===== src/source/support_defines.svh =====
// Support logic constants
// Queue depth, counter widths and the non-maskable interrupt cause range
`ifndef SUPPORT_DEFINES_SVH
`define SUPPORT_DEFINES_SVH

// --------------------
// Attribute queues
// --------------------
`define SL_QUEUE_DEPTH 4
// Most transactions in flight on one bus
`define SL_MAX_OUTSTANDING `SL_QUEUE_DEPTH

// --------------------
// Counters
// --------------------
`define SL_PH_CNT_W 3
`define SL_IRQ_CNT_W 8

// Causes in this range are NMIs and are not counted as retired interrupts
`define SL_NMI_CAUSE_LO 1024
`define SL_NMI_CAUSE_HI 1027

`endif


===== src/source/support_pkg.sv =====
// Support logic types
// Shared by the bus monitors, attribute queues and retirement tracker
`include "support_defines.svh"

package support_pkg;

  // PC of an instruction fetch
  typedef logic [31:0] addr_t;

  // Attributes of a data bus request
  typedef struct packed {
    logic is_store;
    logic integrity;
  } data_attr_t;

  // Transactions in flight on one bus
  typedef logic [`SL_PH_CNT_W-1:0] ph_cnt_t;

  // Saturating interrupt counter
  typedef logic [`SL_IRQ_CNT_W-1:0] irq_cnt_t;

endpackage : support_pkg


===== src/source/obi_phase_monitor.sv =====
// OBI phase monitor
// Tracks address and response phases of one bus and counts transactions in flight
`timescale 1ns/1ps

module obi_phase_monitor
  import support_pkg::*;
(
  input  logic    in_support_if,
  input  logic    rst_i,
  input  logic    req_i,
  input  logic    gnt_i,
  input  logic    rvalid_i,
  output logic    addr_ph_cont_o,
  output logic    resp_ph_cont_o,
  output ph_cnt_t outstanding_o
);

  // Request was left waiting without grant last cycle
  logic    waiting_q;
  logic    accept;
  ph_cnt_t cnt_q;

  assign accept = req_i && gnt_i;

  // --------------------
  // Address phase
  // --------------------
  always_ff @(posedge in_support_if) begin
    if (rst_i) begin
      waiting_q <= 1'b0;
    end else begin
      waiting_q <= req_i && !gnt_i;
    end
  end

  assign addr_ph_cont_o = req_i && waiting_q;

  // --------------------
  // Response phase
  // --------------------
  // Up on accept, down on rvalid, both may happen together
  always_ff @(posedge in_support_if) begin
    if (rst_i) begin
      cnt_q <= '0;
    end else begin
      case ({accept, rvalid_i})
        2'b10:   cnt_q <= cnt_q + ph_cnt_t'(1);
        2'b01:   cnt_q <= cnt_q - ph_cnt_t'(1);
        default: cnt_q <= cnt_q;
      endcase
    end
  end

  assign outstanding_o = cnt_q;

  // A response is still awaited
  assign resp_ph_cont_o = (cnt_q != '0) && !rvalid_i;

endmodule : obi_phase_monitor


===== src/source/req_attribute_queue.sv =====
// Request attribute queue
// Carries the attribute captured at grant to the matching in-order response
`timescale 1ns/1ps
`include "support_defines.svh"

module req_attribute_queue #(
  parameter type attr_t = logic
) (
  input  logic  in_support_if,
  input  logic  rst_i,
  input  logic  req_i,
  input  logic  gnt_i,
  input  logic  rvalid_i,
  input  attr_t attr_i,
  output attr_t resp_attr_o
);

  localparam int DEPTH = `SL_QUEUE_DEPTH;
  localparam int PTR_W = $clog2(DEPTH);
  localparam int CNT_W = $clog2(DEPTH + 1);

  attr_t             mem [DEPTH];
  logic [PTR_W-1:0]  wr_ptr_q;
  logic [PTR_W-1:0]  rd_ptr_q;
  logic [CNT_W-1:0]  cnt_q;
  logic              push;
  logic              pop;

  assign push = req_i && gnt_i;
  assign pop  = rvalid_i;

  // --------------------
  // Storage
  // --------------------
  always_ff @(posedge in_support_if) begin
    if (push) begin
      mem[wr_ptr_q] <= attr_i;
    end
  end

  // --------------------
  // Pointers and fill level
  // --------------------
  always_ff @(posedge in_support_if) begin
    if (rst_i) begin
      wr_ptr_q <= '0;
      rd_ptr_q <= '0;
      cnt_q    <= '0;
    end else begin
      if (push) begin
        wr_ptr_q <= (wr_ptr_q == PTR_W'(DEPTH - 1)) ? '0 : wr_ptr_q + PTR_W'(1);
      end
      if (pop) begin
        rd_ptr_q <= (rd_ptr_q == PTR_W'(DEPTH - 1)) ? '0 : rd_ptr_q + PTR_W'(1);
      end
      case ({push, pop})
        2'b10:   cnt_q <= cnt_q + CNT_W'(1);
        2'b01:   cnt_q <= cnt_q - CNT_W'(1);
        default: cnt_q <= cnt_q;
      endcase
    end
  end

  // Head entry shows in the rvalid cycle itself and reads zero when empty
  // No bypass is needed since a response never comes in its grant cycle
  assign resp_attr_o = (cnt_q != '0) ? mem[rd_ptr_q] : attr_t'('0);

endmodule : req_attribute_queue


===== src/source/retire_event_tracker.sv =====
// Retirement event tracker
// Debug entry, start-up, held debug requests and saturating interrupt counts
`timescale 1ns/1ps
`include "support_defines.svh"

module retire_event_tracker
  import support_pkg::*;
(
  input  logic        in_support_if,
  input  logic        rst_i,
  input  logic        rvfi_valid_i,
  input  logic        rvfi_dbg_mode_i,
  input  logic        rvfi_is_dret_i,
  input  logic        rvfi_trap_i,
  input  logic        rvfi_intr_i,
  input  logic [10:0] rvfi_intr_cause_i,
  input  logic        fetch_enable_i,
  input  logic        debug_req_i,
  input  logic        irq_ack_i,
  output logic        first_debug_ins_o,
  output logic        first_fetch_o,
  output logic        recorded_dbg_req_o,
  output irq_cnt_t    cnt_irq_ack_o,
  output irq_cnt_t    cnt_rvfi_irqs_o
);

  logic       in_debug_q;
  logic       dret_q;
  logic       fetch_seen_q;
  // Retirements left before a recorded debug request is dropped
  logic [1:0] dbg_cnt_q;
  logic       count_irq;

  // --------------------
  // Debug entry
  // --------------------
  assign first_debug_ins_o = rvfi_valid_i && rvfi_dbg_mode_i && !in_debug_q;

  always_ff @(posedge in_support_if) begin
    if (rst_i) begin
      in_debug_q <= 1'b0;
      dret_q     <= 1'b0;
    end else begin
      if (rvfi_valid_i) begin
        in_debug_q <= rvfi_dbg_mode_i;
        if (rvfi_is_dret_i && !rvfi_trap_i) begin
          dret_q <= 1'b1;
        end
      end
      // Dret retired last cycle, next debug entry counts as first again
      if (dret_q) begin
        in_debug_q <= 1'b0;
        dret_q     <= 1'b0;
      end
    end
  end

  // --------------------
  // Core start-up
  // --------------------
  assign first_fetch_o = fetch_enable_i && !fetch_seen_q;

  always_ff @(posedge in_support_if) begin
    if (rst_i) begin
      fetch_seen_q <= 1'b0;
    end else if (fetch_enable_i) begin
      fetch_seen_q <= 1'b1;
    end
  end

  // --------------------
  // Debug request hold
  // --------------------
  always_ff @(posedge in_support_if) begin
    if (rst_i) begin
      recorded_dbg_req_o <= 1'b0;
      dbg_cnt_q          <= 2'd0;
    end else if (rvfi_valid_i) begin
      if (debug_req_i) begin
        recorded_dbg_req_o <= 1'b1;
        dbg_cnt_q          <= 2'd1;
      end else if (dbg_cnt_q != 2'd0) begin
        dbg_cnt_q <= dbg_cnt_q - 2'd1;
      end else begin
        recorded_dbg_req_o <= 1'b0;
      end
    end else if (debug_req_i) begin
      recorded_dbg_req_o <= 1'b1;
      dbg_cnt_q          <= 2'd2;
    end
  end

  // --------------------
  // Interrupt counters
  // --------------------
  assign count_irq = rvfi_valid_i && rvfi_intr_i &&
                     !(rvfi_intr_cause_i inside {[`SL_NMI_CAUSE_LO:`SL_NMI_CAUSE_HI]});

  always_ff @(posedge in_support_if) begin
    if (rst_i) begin
      cnt_irq_ack_o   <= '0;
      cnt_rvfi_irqs_o <= '0;
    end else begin
      if (irq_ack_i && (cnt_irq_ack_o != '1)) begin
        cnt_irq_ack_o <= cnt_irq_ack_o + irq_cnt_t'(1);
      end
      if (count_irq && (cnt_rvfi_irqs_o != '1)) begin
        cnt_rvfi_irqs_o <= cnt_rvfi_irqs_o + irq_cnt_t'(1);
      end
    end
  end

endmodule : retire_event_tracker


===== src/source/support_logic_top.sv =====
// Support logic top
// Bus phase monitors, response attribute queues and retirement tracker
`timescale 1ns/1ps

module support_logic_top
  import support_pkg::*;
(
  input  logic        in_support_if,
  input  logic        rst_i,
  // Instruction bus
  input  logic        instr_req_i,
  input  logic        instr_gnt_i,
  input  logic        instr_rvalid_i,
  input  addr_t       instr_req_pc_i,
  // Data bus
  input  logic        data_req_i,
  input  logic        data_gnt_i,
  input  logic        data_rvalid_i,
  input  logic        data_req_is_store_i,
  input  logic        data_req_integrity_i,
  // Retirement and core control
  input  logic        rvfi_valid_i,
  input  logic        rvfi_dbg_mode_i,
  input  logic        rvfi_is_dret_i,
  input  logic        rvfi_trap_i,
  input  logic        rvfi_intr_i,
  input  logic [10:0] rvfi_intr_cause_i,
  input  logic        fetch_enable_i,
  input  logic        debug_req_i,
  input  logic        irq_ack_i,
  // Bus status
  output logic        instr_addr_ph_cont_o,
  output logic        instr_resp_ph_cont_o,
  output ph_cnt_t     instr_outstanding_o,
  output logic        data_addr_ph_cont_o,
  output logic        data_resp_ph_cont_o,
  output ph_cnt_t     data_outstanding_o,
  output addr_t       instr_resp_pc_o,
  output logic        data_resp_was_store_o,
  output logic        data_resp_had_integrity_o,
  // Retirement status
  output logic        first_debug_ins_o,
  output logic        first_fetch_o,
  output logic        recorded_dbg_req_o,
  output irq_cnt_t    cnt_irq_ack_o,
  output irq_cnt_t    cnt_rvfi_irqs_o
);

  data_attr_t data_req_attr;
  data_attr_t data_resp_attr;

  assign data_req_attr.is_store     = data_req_is_store_i;
  assign data_req_attr.integrity    = data_req_integrity_i;
  assign data_resp_was_store_o      = data_resp_attr.is_store;
  assign data_resp_had_integrity_o  = data_resp_attr.integrity;

  // --------------------
  // Instruction bus
  // --------------------
  obi_phase_monitor u_instr_phase (
    .in_support_if, .rst_i,
    .req_i(instr_req_i), .gnt_i(instr_gnt_i), .rvalid_i(instr_rvalid_i),
    .addr_ph_cont_o(instr_addr_ph_cont_o), .resp_ph_cont_o(instr_resp_ph_cont_o),
    .outstanding_o(instr_outstanding_o)
  );

  req_attribute_queue #(.attr_t(addr_t)) u_instr_pc_queue (
    .in_support_if, .rst_i,
    .req_i(instr_req_i), .gnt_i(instr_gnt_i), .rvalid_i(instr_rvalid_i),
    .attr_i(instr_req_pc_i), .resp_attr_o(instr_resp_pc_o)
  );

  // --------------------
  // Data bus
  // --------------------
  obi_phase_monitor u_data_phase (
    .in_support_if, .rst_i,
    .req_i(data_req_i), .gnt_i(data_gnt_i), .rvalid_i(data_rvalid_i),
    .addr_ph_cont_o(data_addr_ph_cont_o), .resp_ph_cont_o(data_resp_ph_cont_o),
    .outstanding_o(data_outstanding_o)
  );

  req_attribute_queue #(.attr_t(data_attr_t)) u_data_attr_queue (
    .in_support_if, .rst_i,
    .req_i(data_req_i), .gnt_i(data_gnt_i), .rvalid_i(data_rvalid_i),
    .attr_i(data_req_attr), .resp_attr_o(data_resp_attr)
  );

  // --------------------
  // Retirement
  // --------------------
  retire_event_tracker u_retire_tracker (
    .in_support_if, .rst_i,
    .rvfi_valid_i, .rvfi_dbg_mode_i, .rvfi_is_dret_i, .rvfi_trap_i,
    .rvfi_intr_i, .rvfi_intr_cause_i,
    .fetch_enable_i, .debug_req_i, .irq_ack_i,
    .first_debug_ins_o, .first_fetch_o, .recorded_dbg_req_o,
    .cnt_irq_ack_o, .cnt_rvfi_irqs_o
  );

endmodule : support_logic_top


===== config.mk =====
export PLATFORM = sky130hd
export DESIGN_NAME = support_logic_top
export DESIGN_NICKNAME = d
export VERILOG_FILES = /design/src/source/support_pkg.sv /design/src/source/obi_phase_monitor.sv /design/src/source/req_attribute_queue.sv /design/src/source/retire_event_tracker.sv /design/src/source/support_logic_top.sv
export VERILOG_INCLUDE_DIRS = /design/src /design/src/source
export SDC_FILE = /design/constraint.sdc
export NUM_CORES = 1
export LEC_CHECK = 0
export BUFFER_PORTS_ARGS = -buffer_cell sky130_fd_sc_hd__buf_2
export CAP_MARGIN = 20
export CORE_ASPECT_RATIO = 0.9
export CORE_MARGIN = 3
export CORE_UTILIZATION = 45
export CTS_CLUSTER_DIAMETER = 200
export DETAILED_ROUTE_END_ITERATION = 10
export PLACE_DENSITY_LB_ADDON = 0.05
export SYNTH_ARGS = -nofsm -noshare
export SYNTH_HDL_FRONTEND = slang
export SYNTH_SLANG_ARGS = --single-unit

===== constraint.sdc =====
create_clock -name in_support_if -period 3.4 [get_ports in_support_if]
set_input_delay 0.68 -clock in_support_if [delete_from_list [all_inputs] [get_ports in_support_if]]
set_output_delay 0.68 -clock in_support_if [all_outputs]
set_load 0.01 [all_outputs]

==> metrics.yaml <==
synthCells: 482
overflow: 0
setup_viol: 0
hold_viol_final: 0
p_sw_uw: 1180
worst_slew_pin_slew_ps: 950
path_buf_inv: 2
p_leak_uw: 0.00326
critPathMaxFanout: 22
finalPower_uw: 5160
whs_ps: 414
synth_edf_count: 136
final_area_um2: 8860
fill_cells: 1318
dr.pass1.iters: 4
drv_cap: 0
clkLatencyLatePin_ps: 430
first_global_vias: 4455
root_buffer: "clkbuf_16"
path_clk_slew_ps: 60
dieArea_um2: 18100
portBuffers: 121
cts_tree: "done"
drc_errors: 0
regArea_um2: 5050
cts_resized: 0
hpwl_um: 8580
rows: 43
multi_input_area_um2: 2230
hold_path.class: "in -> reg"
rr_worst_depth: 5
yosys-top-cells-area: "edfxtp_1, dfxtp_1, mux4_2"
vias: 4281
synth_flop_cell: "edfxtp_1"
cp.arrival_ps: 2140
max_freq_mhz: 354
core_area_um2: 15800
place_congestion: 0.739
yosysSeqAreaShare_pct: 67.8
synth_cell_types: 43
end_kind: "output pin"
die-width_um: 142
p_seq_share_pct: 49.3
initial_core_util_pct: 47.0
antenna_found_initial: 0
grt_pass1_wl_um: 22100
synth-async-reset-ratio_pct: 0
relSlewSlack_pct: 36.2
grt_max_degree: 47
rsz0062_at_grt: "false"
clockBufferDepth: 2
crit_slowest_cell: "dfxtp_2"
fin_nets: 685
cp_data_required_time_ps: 2720
synth_top_area_cell: "edfxtp_1"
worst-path-stages: 4
synthToLayoutAreaGrowth_pct: 19.1
hold_buffers: 0
synth_area_per_cell_um2: 15.4
vdd_ir_drop_max_uv: 366
grt.total_usage_pct: 15.9
final_cell_mix: "edfxtp_1, buf_2, dfxtp_1, nor2_1, nor2b_1"
crit_type: "reg -> out"
layout_min_cycle_time_ps: 2820
vias_per_cell: 5.21
ys_ff_latch: 184
status: "complete, no violations"
drt_wl_total_um: 13600
clock_sinks: 184
drive_gt1_share_pct: 32.0
netlist.area_leader.share_pct: 54.9
crit_chain: "buf_12 > mux4_2 > nor2b_1 > buf_2"
p_int_uw: 3980
pwr-share-clk_pct: 39.0
dieHeight_um: 128
ioPinCount: 124
cts_setup_buffers: 0
h-tree-depth: 4
powerDensity_nw_per_um2: 582
p_sw_share_pct: 22.8
cp-start-kind: "flip-flop"
place_area_um2: 8250
hold_path_depth: 2
slew_violations: 0
initialDrtViolationCount: 190
final.period_utilization_pct: 83.1
critPathMaxStageDelay_ps: 600
synth.cell_area_um2: 7440
worst_slack_ps: 576
finalSetupTns_ps: 0
yosys_warnings: 0
place_ws_ps: 960
syn-num-nets: 562
fin_skew_ps: 7.40
layout_commonest_cell: "edfxtp_1"
path_delay_family: "flip-flops"
numCtsBuffers: 17
ant_nets: 0
combPwrFrac_pct: 11.6
avgRoutedWirePerCell_um: 16.6
==> Yosys cell counts (3+ instances only) <==
library cell,instances
nand3_1,8
mux4_2,34
and3_1,8
nor2_1,42
edfxtp_1,136
clkbuf_1,8
inv_1,19
a21oi_1,21
or3_1,5
o21ai_0,10
nor3_1,11
nor2b_1,37
dfxtp_1,48
xor2_1,9
ha_1,15
buf_1,6
fa_1,4
buf_4,4
nand4_1,4
mux2i_1,5
nor4_1,4
nand2_1,12
a211oi_1,3
==> flip-flops by register name (all words and copies together), names as in the netlist, 2 cells and up, named ones only <==
signal and count:
u_retire_tracker.cnt_rvfi_irqs_o 8, u_instr_pc_queue.rd_ptr_q 2, u_data_attr_queue.mem 8, u_data_attr_queue.wr_ptr_q 2, u_instr_pc_queue.mem 128, u_data_attr_queue.cnt_q 3, u_instr_pc_queue.cnt_q 3, u_instr_pc_queue.wr_ptr_q 2
u_retire_tracker.cnt_irq_ack_o 8, u_data_attr_queue.rd_ptr_q 2, u_data_phase.outstanding_o 3, u_instr_phase.outstanding_o 3, u_retire_tracker.dbg_cnt_q 2
==> power groups by stage <==
| stage | clock, uW | sequential (uW) | combinational, uW |
|---|---|---|---|
| 6_report | 2010 | 2540 | 600 |
| 5_1_grt | 2160 | 2550 | 675 |
| 4_1_cts | 2070 | 2540 | 618 |
| 2_1_floorplan | 0 | 2570 | 381 |
| 3_5_place_dp | 0 | 2590 | 616 |
| 3_3_place_gp | 0 | 2590 | 600 |
==> final timing paths <==
path                                       start                                   to  slack, ps
max                                    flip-flop                  instr_resp_pc_o[12]        580
min                                  rvfi_trap_i              u_retire_tracker.dret_q        410
max reg2reg  u_retire_tracker.cnt_rvfi_irqs_o[0]  u_retire_tracker.cnt_rvfi_irqs_o[7]       1250
min reg2reg              u_retire_tracker.dret_q              u_retire_tracker.dret_q        430
==> stage by stage <==
stage / instances / utilization [%]
2_1_floorplan: 482 / -
3_3_place_gp: 788 / 52.1
3_5_place_dp: 788 / 52.1
4_1_cts: 820 / 56.0
5_1_grt: 820 / 56.0
6_report: 821 / 56.0
==> routing by layer <==
| layer | track usage [%] | up-vias | routed length (um) |
|---|---|---|---|
| met5 | 0 | - | 0 |
| met4 | 5.02 | 0 | 133 |
| met3 | 4.59 | 11 | 712 |
| met2 | 26.7 | 106 | 6790 |
| met1 | 20.0 | 2105 | 6000 |
| li1 | - | 2059 | - |
==> cells by family after synthesis <==
| family | count (synthesis) | share of synthesized area (%) |
|---|---|---|
| flip-flops | 184 | 67.8 |
| AND/OR/NAND/NOR | 143 | 10.1 |
| AO/OA/AOI/OAI | 44 | 3.57 |
| multiplexers | 41 | 11.3 |
| buffers and inverters | 40 | 2.35 |
| adder cells (fa/ha/maj) | 19 | 3.60 |
| XOR/XNOR | 11 | 1.30 |
==> cell type report <==
cell class / count / area share [%]
antenna: 1 / 0.0282
clock buffer: 17 / 4.80
clock inverter: 15 / 2.06
inverter: 19 / 0.805
multi-input combinational: 258 / 25.2
sequential: 184 / 57.0
tap: 202 / 2.85
timing repair buffer: 125 / 7.32
==> worst reg2reg max path, stage by stage, from the launching register on <==
cell and delay [ps]:
dfxtp_1 390, ha_1 200, nand3_1 180, nor3_1 820
nor4_1 150, mux2_2 300
No activity file was read; power rests on OpenSTA's default activity.
